`src/hdl/crossbar_pkg.sv`:
```
package crossbar_pkg;

	//////////////////////////////
	// Trigger channels

	localparam int NUM_TRIG_IN = 12;
	localparam int NUM_TRIG_OUT = 12;

	//One bit per channel, same width on input and output side
	typedef logic [NUM_TRIG_IN-1:0] trig_vec_t;

	//Inputs with P/N swapped on the PCB for layout reasons
	localparam trig_vec_t TRIG_POLARITY_DEFAULT = 12'h065;

	//////////////////////////////
	// Output selects

	//0..11 pick an input, anything above drives the output low
	typedef logic [3:0] muxsel_t;

	localparam muxsel_t MUXSEL_OFF = 4'd15;

	//////////////////////////////
	// Relays and LEDs

	localparam int NUM_RELAYS = 4;

	typedef logic [1:0] relay_chan_t;
	typedef logic [NUM_RELAYS-1:0] relay_vec_t;

	//10 ms coil pulse at 250 MHz
	localparam int RELAY_PULSE_DEFAULT = 2500000;

	//50 ms LED hold time at 250 MHz
	localparam int LED_STRETCH_DEFAULT = 12500000;

endpackage

```
`src/hdl/regmap_pkg.sv`:
```
package regmap_pkg;

	//////////////////////////////
	// APB bus widths

	typedef logic [7:0] apb_addr_t;
	typedef logic [31:0] apb_data_t;

	//////////////////////////////
	// Register map

	//Output k select lives at base + 4*k
	localparam apb_addr_t REG_MUXSEL_BASE = 8'h00;
	localparam int REG_MUXSEL_STRIDE = 4;

	//Write only, starts one relay pulse
	localparam apb_addr_t REG_RELAY_TOGGLE = 8'h40;

	//Toggle write fields
	localparam int TOGGLE_DIR_BIT = 0;
	localparam int TOGGLE_CHAN_LSB = 1;

	//Bit 0 is busy
	localparam apb_addr_t REG_RELAY_STATUS = 8'h44;

	//Synchronized and polarity corrected inputs
	localparam apb_addr_t REG_TRIG_STATUS = 8'h48;

endpackage

```
`src/hdl/relay_cmd_if.sv`:
```
`timescale 1ns/1ps

interface relay_cmd_if import crossbar_pkg::*; ();

	//Single cycle start strobe plus its arguments
	logic			en;
	logic			dir;
	relay_chan_t	channel;

	//Single cycle strobe in the last pulse cycle
	logic			done;

	//Register block side
	modport ctrl(output en, output dir, output channel, input done);

	//Sequencer side
	modport relay(input en, input dir, input channel, output done);

endinterface

```
`src/hdl/crossbar_matrix.sv`:
```
`timescale 1ns/1ps

module crossbar_matrix import crossbar_pkg::*; #(
	parameter trig_vec_t	TRIG_POLARITY = TRIG_POLARITY_DEFAULT
) (
	input wire							clk_250mhz,
	input wire							arst_n,

	//Raw pins, asynchronous to the fabric clock
	input trig_vec_t					trig_in,

	//One select per output
	input muxsel_t [NUM_TRIG_OUT-1:0]	muxsel,

	//Corrected inputs, also fed to status and LEDs
	output trig_vec_t					trig_sync,

	output trig_vec_t					trig_out
);

	//////////////////////////////
	// Two flop synchronizer

	trig_vec_t	trig_meta;
	trig_vec_t	trig_sync_ff;

	always_ff @(posedge clk_250mhz or negedge arst_n) begin
		//Idle level of each pin, so corrected inputs start low
		if (!arst_n) begin
			trig_meta		<= TRIG_POLARITY;
			trig_sync_ff	<= TRIG_POLARITY;
		end else begin
			trig_meta		<= trig_in;
			trig_sync_ff	<= trig_meta;
		end
	end

	//Undo the PCB P/N swaps
	assign trig_sync = trig_sync_ff ^ TRIG_POLARITY;

	//////////////////////////////
	// Routing

	always_ff @(posedge clk_250mhz or negedge arst_n) begin
		if (!arst_n)
			trig_out <= '0;
		else begin
			for (int k = 0; k < NUM_TRIG_OUT; k++) begin
				//Out of range select parks the output low
				if (muxsel[k] < muxsel_t'(NUM_TRIG_IN))
					trig_out[k] <= trig_sync[muxsel[k]];
				else
					trig_out[k] <= 1'b0;
			end
		end
	end

endmodule

```
`src/hdl/activity_led.sv`:
```
`timescale 1ns/1ps

module activity_led import crossbar_pkg::*; #(
	parameter int	LED_STRETCH_CYCLES = LED_STRETCH_DEFAULT
) (
	input wire			clk_250mhz,
	input wire			arst_n,

	//Level to watch, one bit per channel
	input trig_vec_t	activity,

	output trig_vec_t	led
);

	//Wide enough to hold the full reload value
	localparam int CNT_W = $clog2(LED_STRETCH_CYCLES + 1);

	logic [CNT_W-1:0]	hold_cnt [NUM_TRIG_IN];

	//////////////////////////////
	// Per bit down counters

	always_ff @(posedge clk_250mhz or negedge arst_n) begin
		if (!arst_n) begin
			for (int i = 0; i < NUM_TRIG_IN; i++)
				hold_cnt[i] <= '0;
		end else begin
			for (int i = 0; i < NUM_TRIG_IN; i++) begin
				//Reload as long as the bit is high
				if (activity[i])
					hold_cnt[i] <= CNT_W'(LED_STRETCH_CYCLES);
				else if (hold_cnt[i] != '0)
					hold_cnt[i] <= hold_cnt[i] - 1'b1;
			end
		end
	end

	//Lit until the hold time runs out
	always_comb begin
		for (int i = 0; i < NUM_TRIG_IN; i++)
			led[i] = (hold_cnt[i] != '0);
	end

endmodule

```
`src/hdl/relay_controller.sv`:
```
`timescale 1ns/1ps

module relay_controller import crossbar_pkg::*; #(
	parameter int	RELAY_PULSE_CYCLES = RELAY_PULSE_DEFAULT
) (
	input wire				clk_250mhz,
	input wire				arst_n,

	relay_cmd_if.relay		cmd,

	//Two sides of each H-bridge, never both high
	output relay_vec_t		relay_a,
	output relay_vec_t		relay_b
);

	localparam int CNT_W = $clog2(RELAY_PULSE_CYCLES + 1);

	logic				active;
	logic [CNT_W-1:0]	pulse_cnt;

	//Latched command
	logic				cur_dir;
	relay_chan_t		cur_chan;

	//////////////////////////////
	// Pulse sequencer

	always_ff @(posedge clk_250mhz or negedge arst_n) begin
		if (!arst_n) begin
			active		<= 1'b0;
			pulse_cnt	<= '0;
		end else if (cmd.en) begin
			//Counts remaining cycles after the first one
			active		<= 1'b1;
			pulse_cnt	<= CNT_W'(RELAY_PULSE_CYCLES - 1);
		end else if (active) begin
			if (pulse_cnt == '0)
				active	<= 1'b0;
			else
				pulse_cnt	<= pulse_cnt - 1'b1;
		end
	end

	always_ff @(posedge clk_250mhz) begin
		if (cmd.en) begin
			cur_dir		<= cmd.dir;
			cur_chan	<= cmd.channel;
		end
	end

	//Last energized cycle
	assign cmd.done = active && (pulse_cnt == '0);

	//////////////////////////////
	// H-bridge drive

	always_comb begin
		relay_a = '0;
		relay_b = '0;
		//Direction 1 drives the A side
		if (active) begin
			if (cur_dir)
				relay_a[cur_chan] = 1'b1;
			else
				relay_b[cur_chan] = 1'b1;
		end
	end

endmodule

```
`src/hdl/crossbar_regs.sv`:
```
`timescale 1ns/1ps

module crossbar_regs import crossbar_pkg::*, regmap_pkg::*; (
	input wire								clk_250mhz,
	input wire								arst_n,

	//APB slave, zero wait states
	input wire								psel,
	input wire								penable,
	input wire								pwrite,
	input apb_addr_t						paddr,
	input apb_data_t						pwdata,
	output apb_data_t						prdata,
	output logic							pready,
	output logic							pslverr,

	//Live corrected inputs for status readback
	input trig_vec_t						trig_sync,

	//Output selects to the matrix
	output muxsel_t [NUM_TRIG_OUT-1:0]		muxsel,

	relay_cmd_if.ctrl						relay
);

	//////////////////////////////
	// Transfer decode

	logic			access;
	logic			wr_xfer;
	logic			rd_xfer;

	apb_addr_t		mux_offset;
	logic [3:0]		mux_idx;
	logic			mux_hit;
	logic			toggle_hit;
	logic			addr_hit;
	logic			toggle_refused;

	apb_data_t		rd_value;
	logic			busy;

	//Access phase always completes in one cycle
	assign pready	= 1'b1;
	assign access	= psel && penable;
	assign wr_xfer	= access && pwrite;
	assign rd_xfer	= access && !pwrite;

	//Select window, word aligned only
	assign mux_offset	= paddr - REG_MUXSEL_BASE;
	assign mux_idx		= mux_offset[5:2];
	assign mux_hit		= (mux_offset < apb_addr_t'(REG_MUXSEL_STRIDE * NUM_TRIG_OUT)) &&
		(mux_offset[1:0] == 2'b00);

	assign toggle_hit	= (paddr == REG_RELAY_TOGGLE);

	assign addr_hit		= mux_hit || toggle_hit ||
		(paddr == REG_RELAY_STATUS) || (paddr == REG_TRIG_STATUS);

	//Relay still pulsing, command cannot be taken
	assign toggle_refused = wr_xfer && toggle_hit && busy;

	assign pslverr = access && (!addr_hit || toggle_refused);

	//////////////////////////////
	// Select registers

	always_ff @(posedge clk_250mhz or negedge arst_n) begin
		if (!arst_n) begin
			for (int k = 0; k < NUM_TRIG_OUT; k++)
				muxsel[k] <= MUXSEL_OFF;
		end else if (wr_xfer && mux_hit) begin
			for (int k = 0; k < NUM_TRIG_OUT; k++) begin
				if (mux_idx == 4'(k))
					muxsel[k] <= muxsel_t'(pwdata[3:0]);
			end
		end
	end

	//////////////////////////////
	// Relay command path

	//Fires in the access phase so the pulse starts on the next edge
	assign relay.en			= wr_xfer && toggle_hit && !busy;
	assign relay.dir		= pwdata[TOGGLE_DIR_BIT];
	assign relay.channel	= pwdata[TOGGLE_CHAN_LSB +: 2];

	//Set on issue, cleared by done
	always_ff @(posedge clk_250mhz or negedge arst_n) begin
		if (!arst_n)
			busy <= 1'b0;
		else if (relay.en)
			busy <= 1'b1;
		else if (relay.done)
			busy <= 1'b0;
	end

	//////////////////////////////
	// Readback

	always_comb begin
		rd_value = '0;
		if (mux_hit) begin
			for (int k = 0; k < NUM_TRIG_OUT; k++) begin
				if (mux_idx == 4'(k))
					rd_value = apb_data_t'(muxsel[k]);
			end
		end else if (paddr == REG_RELAY_STATUS)
			rd_value = apb_data_t'(busy);
		else if (paddr == REG_TRIG_STATUS)
			rd_value = apb_data_t'(trig_sync);
		//Toggle register and holes read as zero
	end

	assign prdata = rd_xfer ? rd_value : '0;

endmodule

```
`src/hdl/trigger_crossbar_top.sv`:
```
`timescale 1ns/1ps

module trigger_crossbar_top import crossbar_pkg::*, regmap_pkg::*; #(
	parameter trig_vec_t	TRIG_POLARITY		= TRIG_POLARITY_DEFAULT,
	parameter int			RELAY_PULSE_CYCLES	= RELAY_PULSE_DEFAULT,
	parameter int			LED_STRETCH_CYCLES	= LED_STRETCH_DEFAULT
) (
	input wire			clk_250mhz,
	input wire			arst_n,

	//APB slave for host management
	input wire			psel,
	input wire			penable,
	input wire			pwrite,
	input apb_addr_t	paddr,
	input apb_data_t	pwdata,
	output apb_data_t	prdata,
	output logic		pready,
	output logic		pslverr,

	//Trigger ports
	input trig_vec_t	trig_in,
	output trig_vec_t	trig_out,

	//H-bridge control for relays
	output relay_vec_t	relay_a,
	output relay_vec_t	relay_b,

	//Front panel activity LEDs
	output trig_vec_t	trig_in_led,
	output trig_vec_t	trig_out_led
);

	//////////////////////////////
	// Internal wiring

	muxsel_t [NUM_TRIG_OUT-1:0]	muxsel;
	trig_vec_t					trig_sync;

	relay_cmd_if relay_cmd();

	//////////////////////////////
	// Management registers

	crossbar_regs regs(
		.clk_250mhz(clk_250mhz),
		.arst_n(arst_n),
		.psel(psel),
		.penable(penable),
		.pwrite(pwrite),
		.paddr(paddr),
		.pwdata(pwdata),
		.prdata(prdata),
		.pready(pready),
		.pslverr(pslverr),
		.trig_sync(trig_sync),
		.muxsel(muxsel),
		.relay(relay_cmd)
	);

	//////////////////////////////
	// Crossbar and relays

	crossbar_matrix #(
		.TRIG_POLARITY(TRIG_POLARITY)
	) matrix (
		.clk_250mhz(clk_250mhz),
		.arst_n(arst_n),
		.trig_in(trig_in),
		.muxsel(muxsel),
		.trig_sync(trig_sync),
		.trig_out(trig_out)
	);

	relay_controller #(
		.RELAY_PULSE_CYCLES(RELAY_PULSE_CYCLES)
	) relays (
		.clk_250mhz(clk_250mhz),
		.arst_n(arst_n),
		.cmd(relay_cmd),
		.relay_a(relay_a),
		.relay_b(relay_b)
	);

	//////////////////////////////
	// LED stretchers

	//Input side watches the corrected inputs
	activity_led #(
		.LED_STRETCH_CYCLES(LED_STRETCH_CYCLES)
	) led_in (
		.clk_250mhz(clk_250mhz),
		.arst_n(arst_n),
		.activity(trig_sync),
		.led(trig_in_led)
	);

	//Output side watches the routed outputs
	activity_led #(
		.LED_STRETCH_CYCLES(LED_STRETCH_CYCLES)
	) led_out (
		.clk_250mhz(clk_250mhz),
		.arst_n(arst_n),
		.activity(trig_out),
		.led(trig_out_led)
	);

endmodule

```
`config.mk`:
```
export PLATFORM = sky130hd
export DESIGN_NAME = trigger_crossbar_top
export DESIGN_NICKNAME = d
export VERILOG_FILES = /design/src/hdl/crossbar_pkg.sv /design/src/hdl/regmap_pkg.sv /design/src/hdl/relay_cmd_if.sv /design/src/hdl/crossbar_matrix.sv /design/src/hdl/activity_led.sv /design/src/hdl/relay_controller.sv /design/src/hdl/crossbar_regs.sv /design/src/hdl/trigger_crossbar_top.sv
export SDC_FILE = /design/constraint.sdc
export NUM_CORES = 1
export LEC_CHECK = 0
export ABC_AREA = 1
export BUFFER_PORTS_ARGS = -buffer_cell sky130_fd_sc_hd__buf_4
export CORE_MARGIN = 2
export CORE_UTILIZATION = 35
export DETAILED_ROUTE_END_ITERATION = 16
export GPL_TIMING_DRIVEN = 0
export PLACE_DENSITY = 0.52
export SYNTH_ARGS = -nofsm -noshare
export SYNTH_HDL_FRONTEND = slang
export SYNTH_SLANG_ARGS = --single-unit
```
`constraint.sdc`:
```
create_clock -name clk_250mhz -period 4.7 [get_ports clk_250mhz]
set_clock_uncertainty 0.1 [all_clocks]
set_input_delay 0.94 -clock clk_250mhz [delete_from_list [all_inputs] [get_ports clk_250mhz]]
set_output_delay 0.94 -clock clk_250mhz [all_outputs]
set_load 0.01 [all_outputs]
```
== Word level (Yosys, flattened, before mapping) ==
Index checks and enable logic that the tools add are counted.

* Reductions and logical operators: 84
* $add $sub $neg: 25
* $lt $le $gt $ge: 27
* Bitwise operators: 1
* Equality and inequality tests: 15
* Muxes and demuxes: 114

{| class="wikitable"
|+ Operator list
! operator !! count
|-
| 24-bit 2-to-1 mux || 48
|-
| 24-bit nonzero test || 24
|-
| 24-bit by 1-bit subtractor with 24-bit output, second input constant || 24
|-
| 32-bit 2-to-1 mux || 3
|-
| 22-bit 2-to-1 mux || 3
|-
| 4-bit 2-to-1 mux || 16
|-
| 4-bit by 5-bit < comparator with 1-bit output, second input constant || 12
|-
| 2-bit nonzero test || 26
|-
| 1-bit binary-select mux with 4-bit select || 12
|-
| 4-bit < comparator, second input constant || 12
|-
| 1-bit 2-to-1 mux || 30
|-
| 2-bit AND reduction || 13
|-
| 8-bit by 7-bit equality test with 1-bit output, second input constant || 3
|-
| 22-bit logical NOT || 1
|-
| 22-bit by 1-bit subtractor with 22-bit output, second input constant || 1
|-
| 4-bit by 3-bit equality test with 1-bit output, second input constant || 4
|-
| 4-bit equality test, second input constant || 4
|-
| 12-bit 2-to-1 mux || 1
|-
| 1-bit logical AND || 11
|-
| 4-bit by 2-bit equality test with 1-bit output, second input constant || 2
|-
| 8-bit by 6-bit < comparator with 1-bit output, second input constant || 1
|-
| 4-bit by 1-bit equality test with 1-bit output, second input constant || 1
|-
| 4-bit logical NOT || 1
|-
| 1-bit logical OR || 4
|-
| other kinds (7) || 9
|}

* Logic and storage cells: 310
* Bits in registers: 687
* Output and inout bits: 78
* Bits of input ports: 57

== Longest topological paths before layout ==
Gate-level depths: netlist (run 1).

* Depth in word-level cells: 15
* Gate-level depth with buffers: 14

== Modules after synthesis ==
Synthesis (run 1) repeated with hierarchy kept, for this count alone.

* Cells, all modules: 6404
* Area total of the unflattened synthesis: 44532.7 um^2

{| class="wikitable"
|+ By module, submodules not included
! module !! area an instance (um^2) !! instances !! cells an instance
|-
| activity_led (led_out) || 18779.3 || 1 || 2716
|-
| activity_led (led_in) || 18660.4 || 1 || 2681
|-
| crossbar_regs || 2742.6 || 1 || 367
|-
| crossbar_matrix || 2613.8 || 1 || 396
|-
| relay_controller || 1736.7 || 1 || 244
|}

== Worst setup path after synthesis (run 1) ==
OpenSTA, ideal clock, no wires.

* Kind: input port to output port
* Start: input paddr[1]
* End: output prdata[11]
* Slack: 1.584 ns
* Data arrival time: 2.076 ns
* Buffers on the path: 0
* Required time: 3.660 ns
* Stages: 5
* Cell sequence: or2_4 nor3_2 nand2_1 or2_1 nor2_1

* Cells in the longest elaborated chain, start to end: 5
* Elaborated cells between the ends (all ways): 9
* Classes of those cells: 1 x order compare; 2 x eq/ne; 4 x mux; 2 x reduce/logical

{| class="wikitable"
|+ RTL lines
! what !! RTL line !! RTL
|-
| start: declaration || trigger_crossbar_top.sv:15 || <nowiki>input apb_addr_t paddr,</nowiki>
|-
| parallel branches: the longest is 3 deep, another holds 8-bit by 6-bit < comparator with 1-bit output || n/a ||
|-
| 32-bit 2-to-1 mux * || crossbar_regs.sv:103 || <nowiki>if (mux_hit) begin</nowiki>
|-
| 32-bit 2-to-1 mux * || crossbar_regs.sv:115 || <nowiki>assign prdata = rd_xfer ? rd_value : '0;</nowiki>
|-
| end: declaration || trigger_crossbar_top.sv:17 || <nowiki>output apb_data_t prdata,</nowiki>
|}

Every way passes the cells marked *.

== Worst setup path in the final report (run 1) ==
* Start: input paddr[7]
* End: output prdata[4]

The elaborated chain is that of the path after synthesis.

==> flow_summary.yaml, run 1 <==
timing:
  fmax_mhz: 231
  setup_slack_ps: 367
  hold_viol_final: 0
  fin_hold_ws_ps: 246
  fin_crit_sh: 0.922
  maxSlewHeadroom: 0.410
  rsz0062_at_grt: "false"
  finalCriticalPeriod_ps: 4330
  setup_viol_count_final: 0
  tightest_slew_ps: 885
  drv_slew: 0
finish:
  nets: 5951
  syn_to_final_growth_pct: 14.2
  stdcell_area_mm2: 0.0466
  drive_above_1_share: 0.0950
placement:
  place_ws_ps: 383
  gp_congestion: 0.901
  dp_hpwl_um: 80400
  port_buffers: 85
  place_area_mm2: 0.0436
pwr:
  powerDensity_mw_per_mm2: 334
  vdd_drop_max_v: 0.000233
  leakagePower_nw: 20.6
synthesis:
  synth_top_family_by_area: "simple AND/OR/NAND/NOR gates"
  synth_compound_gate_area_share: 0.109
  synthXorXnorAreaFrac: 0.0343
  netlist_area_mm2: 0.0408
  ys_ff_latch: 687
  synth_flop_cell: "dfrtp_1"
  synthAdderAreaFrac: 0.00766
  yosys.area_share.simple: 0.326
  synthMostInstantiatedCell: "nand2_1"
  synth_edf_count: 3
  yosys_warnings: 0
  synthTopCellsByCount: "1030 x nand2_1, 930 x nor2_1, 924 x inv_1"
  synthArstFlopShare: 0.996
  synth.top_cell.area_share: 0.385
  netlist_instances: 5673
  yosysUniqueCellTypes: 64
  synth.area.mux_share: 0
  ys_top_cells_by_area: "dfrtp_1 38%, nand2_1 9.5%, nor2_1 8.5%"
  yosysTopAreaCell: "dfrtp_1"
  ys_seq_area_frac: 0.423
  synth_area_per_cell_um2: 7.20
global_routing:
  antenna_found_initial: 1
  grt_pass1_wl_um: 182000
  grt_pass1_vias: 35100
  grt_overflow_total: 0
  grt_max_degree: 116
  grtUsageTotal: 0.183
critical_path:
  cp.required_ps: 3660
  crit_type: "in2out"
  r2r_start: "matrix.trig_sync_ff[0]$_DFF_PN1_"
  crit_family: "simple AND/OR/NAND/NOR gates"
  worstReg2RegEnd: "matrix.trig_out[11]$_DFF_PN0_"
  path_depth: 9
  arrival_ps: 3290
  crit_fanout: 5
  crit_buf_inv: 4
  rrSetupSlack_ps: 2170
  start_kind: "input pin"
  slowest_stage: "or2_1"
  worst-r2r-cell-count: 6
  max_stage_delay_ps: 650
  endpoint_kind: "output port"
  cp_cell_sequence: "buf_4 > nor2_1 > inv_1 > nor3_2 > inv_1 > o211ai_1 > or2_1 > nor2_1 > buf_4"
route:
  drt_first_pass_iters: 6
  drc_errors: 0
  finalWirelength_um: 109000
  drt_iter0_markers: 2047
  routed_via_density: 4.86
  wl_per_cell_um: 14.6
  antenna_left: 0
  num_vias: 36300
cts:
  clock_path_buffers: 3
  clkLatencyLatePin_ps: 670
  cts-buffers-inserted: 84
  htreeDepth: 3
  cts_tree: "yes"
  cts_hold_buf: 0
  cts_root_buf: "clkbuf_16"
  cts_resized: 0
  postCtsSetupBuffers: 0
  clk_pin_slew_ps: 50
  clock_sinks: 687
floorplanning:
  fp.dieH_um: 346
  core-area_mm2: 0.116
  die_w_um: 346
  dieArea_mm2: 0.119
  initial_utilization: 0.352
  boundaryPins: 135
  placement_rows: 125
min_path:
  min_path_type: "in2async"
flow_run:
  maxCapViolations: 0
run_status:
  status: "complete, no violations"
## report_power, final
part           internal [mW]  leakage, nW  total [mW]  switching (mW)
Sequential              6.22         7.63        6.51           0.299
Combinational          0.622         11.5        2.01            1.39
Clock                   4.35         1.46        7.05            2.70
## state kept, by name, indices dropped and copies added, names as in the netlist
name / count
matrix.trig_sync_ff: 12
relays.active: 1
matrix.trig_meta: 12
led_in.hold_cnt: 288
led_out.hold_cnt: 288
relays.pulse_cnt: 22
matrix.trig_out: 12
regs.muxsel: 48
relays.cur_chan: 2
regs.busy: 1
relays.cur_dir: 1
## worst max-delay path by stage
stage,slack (ps),end,start
2_1_floorplan,1580,prdata[11],paddr[1]
3_3_place_gp,-5970,led_in.hold_cnt[83]$_DFFE_PN0P_,arst_n
3_5_place_dp,380,prdata[4],paddr[7]
4_1_cts,380,prdata[4],paddr[7]
5_1_grt,240,prdata[4],paddr[7]
6_report,370,prdata[4],paddr[7]
## layer usage
layer / routed length [µm] / global-route usage / part of all wire
met4: 2770 / 0.0502 / 0.025
met2: 49200 / 0.296 / 0.45
met3: 4390 / 0.0289 / 0.040
met5: 8 / 0 / 0.000073
met1: 52900 / 0.252 / 0.48
## cells in the final DEF (no fill, tap or decap), types with 22 or more instances in the layout
cell type,netlist,final
inv_1,924,924
nand4_1,108,108
nor4_1,72,72
xnor2_1,48,48
nor3_1,200,200
o211ai_1,25,25
xor2_1,112,112
nand3_1,320,320
o21ai_0,341,341
ha_1,25,25
or2_2,64,64
o21ai_1,42,42
inv_2,22,22
nand3b_1,22,22
dfstp_2,56,56
a21oi_1,296,296
clkbuf_1,55,73
o31ai_1,29,29
nand2_1,1030,1030
buf_4,21,105
clkbuf_16,0,88
nor2_2,43,43
nor2_1,930,930
dfrtp_1,628,628
nor2_4,23,23
## worst register-to-register path: stages (launching register included)
cell and delay (ps):
dfstp_2 520, clkbuf_1 490, inv_1 190, clkbuf_1 390, o21ai_0 270, a21oi_1 90, o22a_1 320
## cell type report
| type | instances | area (µm²) |
|---|---|---|
| inverter | 953 | 3580 |
| sequential | 687 | 17300 |
| buffer | 98 | 485 |
| clock buffer | 119 | 2450 |
| multi-input combinational | 3954 | 19600 |
| tap | 1524 | 1910 |
| antenna | 1 | 2.50 |
| clock inverter | 35 | 544 |
| timing repair buffer | 91 | 811 |
| fill | 12100 | 69300 |
## stage by stage
step	TNS, ps	cells	utilization	power [mW]
2_1_floorplan	0	5692	-	7.97
3_3_place_gp	-3804230	7301	0.375	8.60
3_5_place_dp	0	7307	0.376	8.63
4_1_cts	0	7461	0.402	15.8
5_1_grt	0	7461	0.402	16.4
6_report	0	7462	0.402	15.6
## cell families after synthesis
group           after synthesis
compound gates              816
fa+ha+maj                    25
other cells                   2
buf+inv                    1051
xor+xnor                    160
flops                       687
simple gates               2932
Power figures use the tool's default switching activity.
==> run 2: changes to the inputs <==
--- a/config.mk
+++ b/config.mk
@@ -14,4 +14,5 @@
 export PLACE_DENSITY = 0.52
 export SYNTH_ARGS = -nofsm -noshare
 export SYNTH_HDL_FRONTEND = slang
+export SYNTH_HIERARCHICAL = 1
 export SYNTH_SLANG_ARGS = --single-unit
==> flow_summary.yaml, run 2 <==
global_routing:
  grt_pass1_wl_um: 203000
  antenna_found_initial: 10
  grt_pass1_vias: 38900
  grt_overflow_total: 0
  grt_max_degree: 115
  grtUsageTotal: 0.188
pwr:
  swShare: 0.307
  p_seq_frac: 0.402
  p_comb_frac: 0.168
  p_int_mw: 11.5
  leakagePower_nw: 22.5
  clkPwrFrac: 0.431
  powerDensity_mw_per_mm2: 328
  p_switching_mw: 5.09
  vdd_drop_max_v: 0.000270
cts:
  cts_tree: "yes"
  cts-buffers-inserted: 87
  clk_pin_slew_ps: 60
  clock_path_buffers: 3
  cts_hold_buf: 0
  htreeDepth: 3
  clkLatencyLatePin_ps: 690
  cts_resized: 0
  cts_root_buf: "clkbuf_16"
  clock_sinks: 687
  postCtsSetupBuffers: 0
route:
  routed_via_density: 4.91
  finalWirelength_um: 122000
  num_vias: 40900
  drt_iter0_markers: 2723
  drc_errors: 0
  wl_per_cell_um: 14.7
  drt_first_pass_iters: 5
  antenna_left: 0
critical_path:
  arrival_ps: 3430
  rrSetupSlack_ps: 2300
  start_kind: "input pin"
  crit_fanout: 6
  endpoint_kind: "output port"
  worst-r2r-cell-count: 5
  crit_type: "in2out"
  r2r_start: "regs/busy$_DFFE_PN0P_"
  cp.required_ps: 3660
  worstReg2RegEnd: "relays/pulse_cnt[11]$_DFFE_PN0P_"
finish:
  n_fill_cell: 13100
  stdcell_area_mm2: 0.0506
  nets: 6710
  largestRegisters: "led_in/hold_cnt (288), led_out/hold_cnt (288), regs/muxsel (48)"
  postLayoutCoreUtil: 0.402
  syn_to_final_growth_pct: 13.5
  layout_commonest_cell: "nand2_1"
  drive_above_1_share: 0.136
  final_cell_mix: "1478 x nand2_1, 1158 x nor2_1, 824 x nand3_1"
placement:
  dp_hpwl_um: 90900
  place_area_mm2: 0.0475
  port_buffers: 85
  gp_congestion: 0.896
floorplanning:
  dieArea_mm2: 0.130
  core-area_mm2: 0.126
  placement_rows: 130
  fp.dieH_um: 361
  die_w_um: 361
  initial_utilization: 0.354
  boundaryPins: 135
timing:
  fin_crit_sh: 0.950
  hold_viol_final: 0
  fmax_mhz: 224
  finalCriticalPeriod_ps: 4470
  drv_slew: 0
  maxSlewHeadroom: 0.387
  rsz0062_at_grt: "false"
  tightest_slew_ps: 916
  setup_viol_count_final: 0
synthesis:
  netlist_area_mm2: 0.0445
  synth_flop_cell: "dfrtp_1"
  synthTopCellsByCount: "1478 x nand2_1, 1158 x nor2_1, 824 x nand3_1"
  netlist_instances: 6404
  synth_area_per_cell_um2: 6.95
  ys_seq_area_frac: 0.388
  synth_edf_count: 3
  yosysTopAreaCell: "dfrtp_1"
  synthMostInstantiatedCell: "nand2_1"
  ys_top_cells_by_area: "dfrtp_1 35%, nand2_1 12%, nor2_1 9.8%"
  synthArstFlopShare: 0.996
  yosysUniqueCellTypes: 55
  yosys_warnings: 6
  ys_ff_latch: 687
  synth.top_cell.area_share: 0.353
min_path:
  min_path_type: "in2async"
run_status:
  status: "complete, no violations"
flow_run:
  maxCapViolations: 0
==> run 2: cell types whose count changed after synthesis, moves of 119 or more <==
cell	delta
nand3_1	+504
nand2_1	+448
inv_1	-269
o21ai_0	-248
nor2_1	+228
nor3_1	-172
nor2_2	+119
==> run 2: how the worst max path moves through the flow <==
stage,startpoint,end,cells past startpoint
6_report,paddr[1],prdata[1],9
5_1_grt,paddr[1],prdata[1],9
4_1_cts,paddr[1],prdata[1],9
3_5_place_dp,paddr[1],relays/pulse_cnt[11]$_DFFE_PN0P_,10
3_3_place_gp,arst_n,led_in/hold_cnt[122]$_DFFE_PN0P_,1
2_1_floorplan,paddr[5],prdata[0],8
==> run 2: cell type report <==
type                       instances  area (µm²)  area share
multi-input combinational       4869       23700       0.469
sequential                       687       17300       0.342
inverter                         749        2820      0.0557
clock buffer                     109        2430      0.0481
tap                             1650        2060      0.0408
timing repair buffer              92         838      0.0166
buffer                           118         808      0.0160
clock inverter                    53         616      0.0122
antenna                            2        5.00   0.0000990
==> run 2: per-layer routing <==
layer | wire length, µm | global-route usage
met3 | 5970 | 0.0353
met2 | 54100 | 0.296
met5 | 35 | 0
met1 | 59800 | 0.265
met4 | 2400 | 0.0455
==> run 2: power by group through the flow <==
stage | combinational, mW | clock, mW | sequential, mW
2_1_floorplan | 2.06 | 0 | 6.66
3_3_place_gp | 2.73 | 0 | 6.76
3_5_place_dp | 2.78 | 0 | 6.76
4_1_cts | 2.79 | 7.44 | 6.66
5_1_grt | 3.16 | 7.65 | 6.71
6_report | 2.78 | 7.14 | 6.66
==> run 2: kinds of logic (layout without fill, tap and decap cells) <==
group / after synthesis / after routing / share of synthesized area
multiplexers: 1 / 1 / 0.000225
other: 2 / 23 / 0.000169
AND/OR/NAND/NOR: 4272 / 4272 / 0.449
flip-flops: 687 / 687 / 0.388
AO/OA/AOI/OAI: 481 / 481 / 0.0585
XOR/XNOR: 45 / 45 / 0.00885
buffers and inverters: 867 / 1121 / 0.0814
adder cells (fa/ha/maj): 49 / 49 / 0.0138
==> run 2: per-stage QoR <==
stage	setup TNS, ps	setup slack (ps)	std cells	power, mW	hold WS [ps]
final	0	235	8329	16.6	76.6
after global routing	0	59.0	8328	17.5	95.5
after CTS	0	327	8327	16.9	54.1
after detailed placement	0	318	8165	9.54	236
after global placement	-3843440	-5970	8158	9.49	233
after floorplan	0	1700	6423	8.72	231
==> run 2: worst max-delay path: stages <==
cell and delay, ps:
buf_4 110, nor2_1 700, nand2_1 140, nor2_2 240, nand2_1 140, o21ai_0 180
inv_1 100, nor2_1 640, buf_4 250
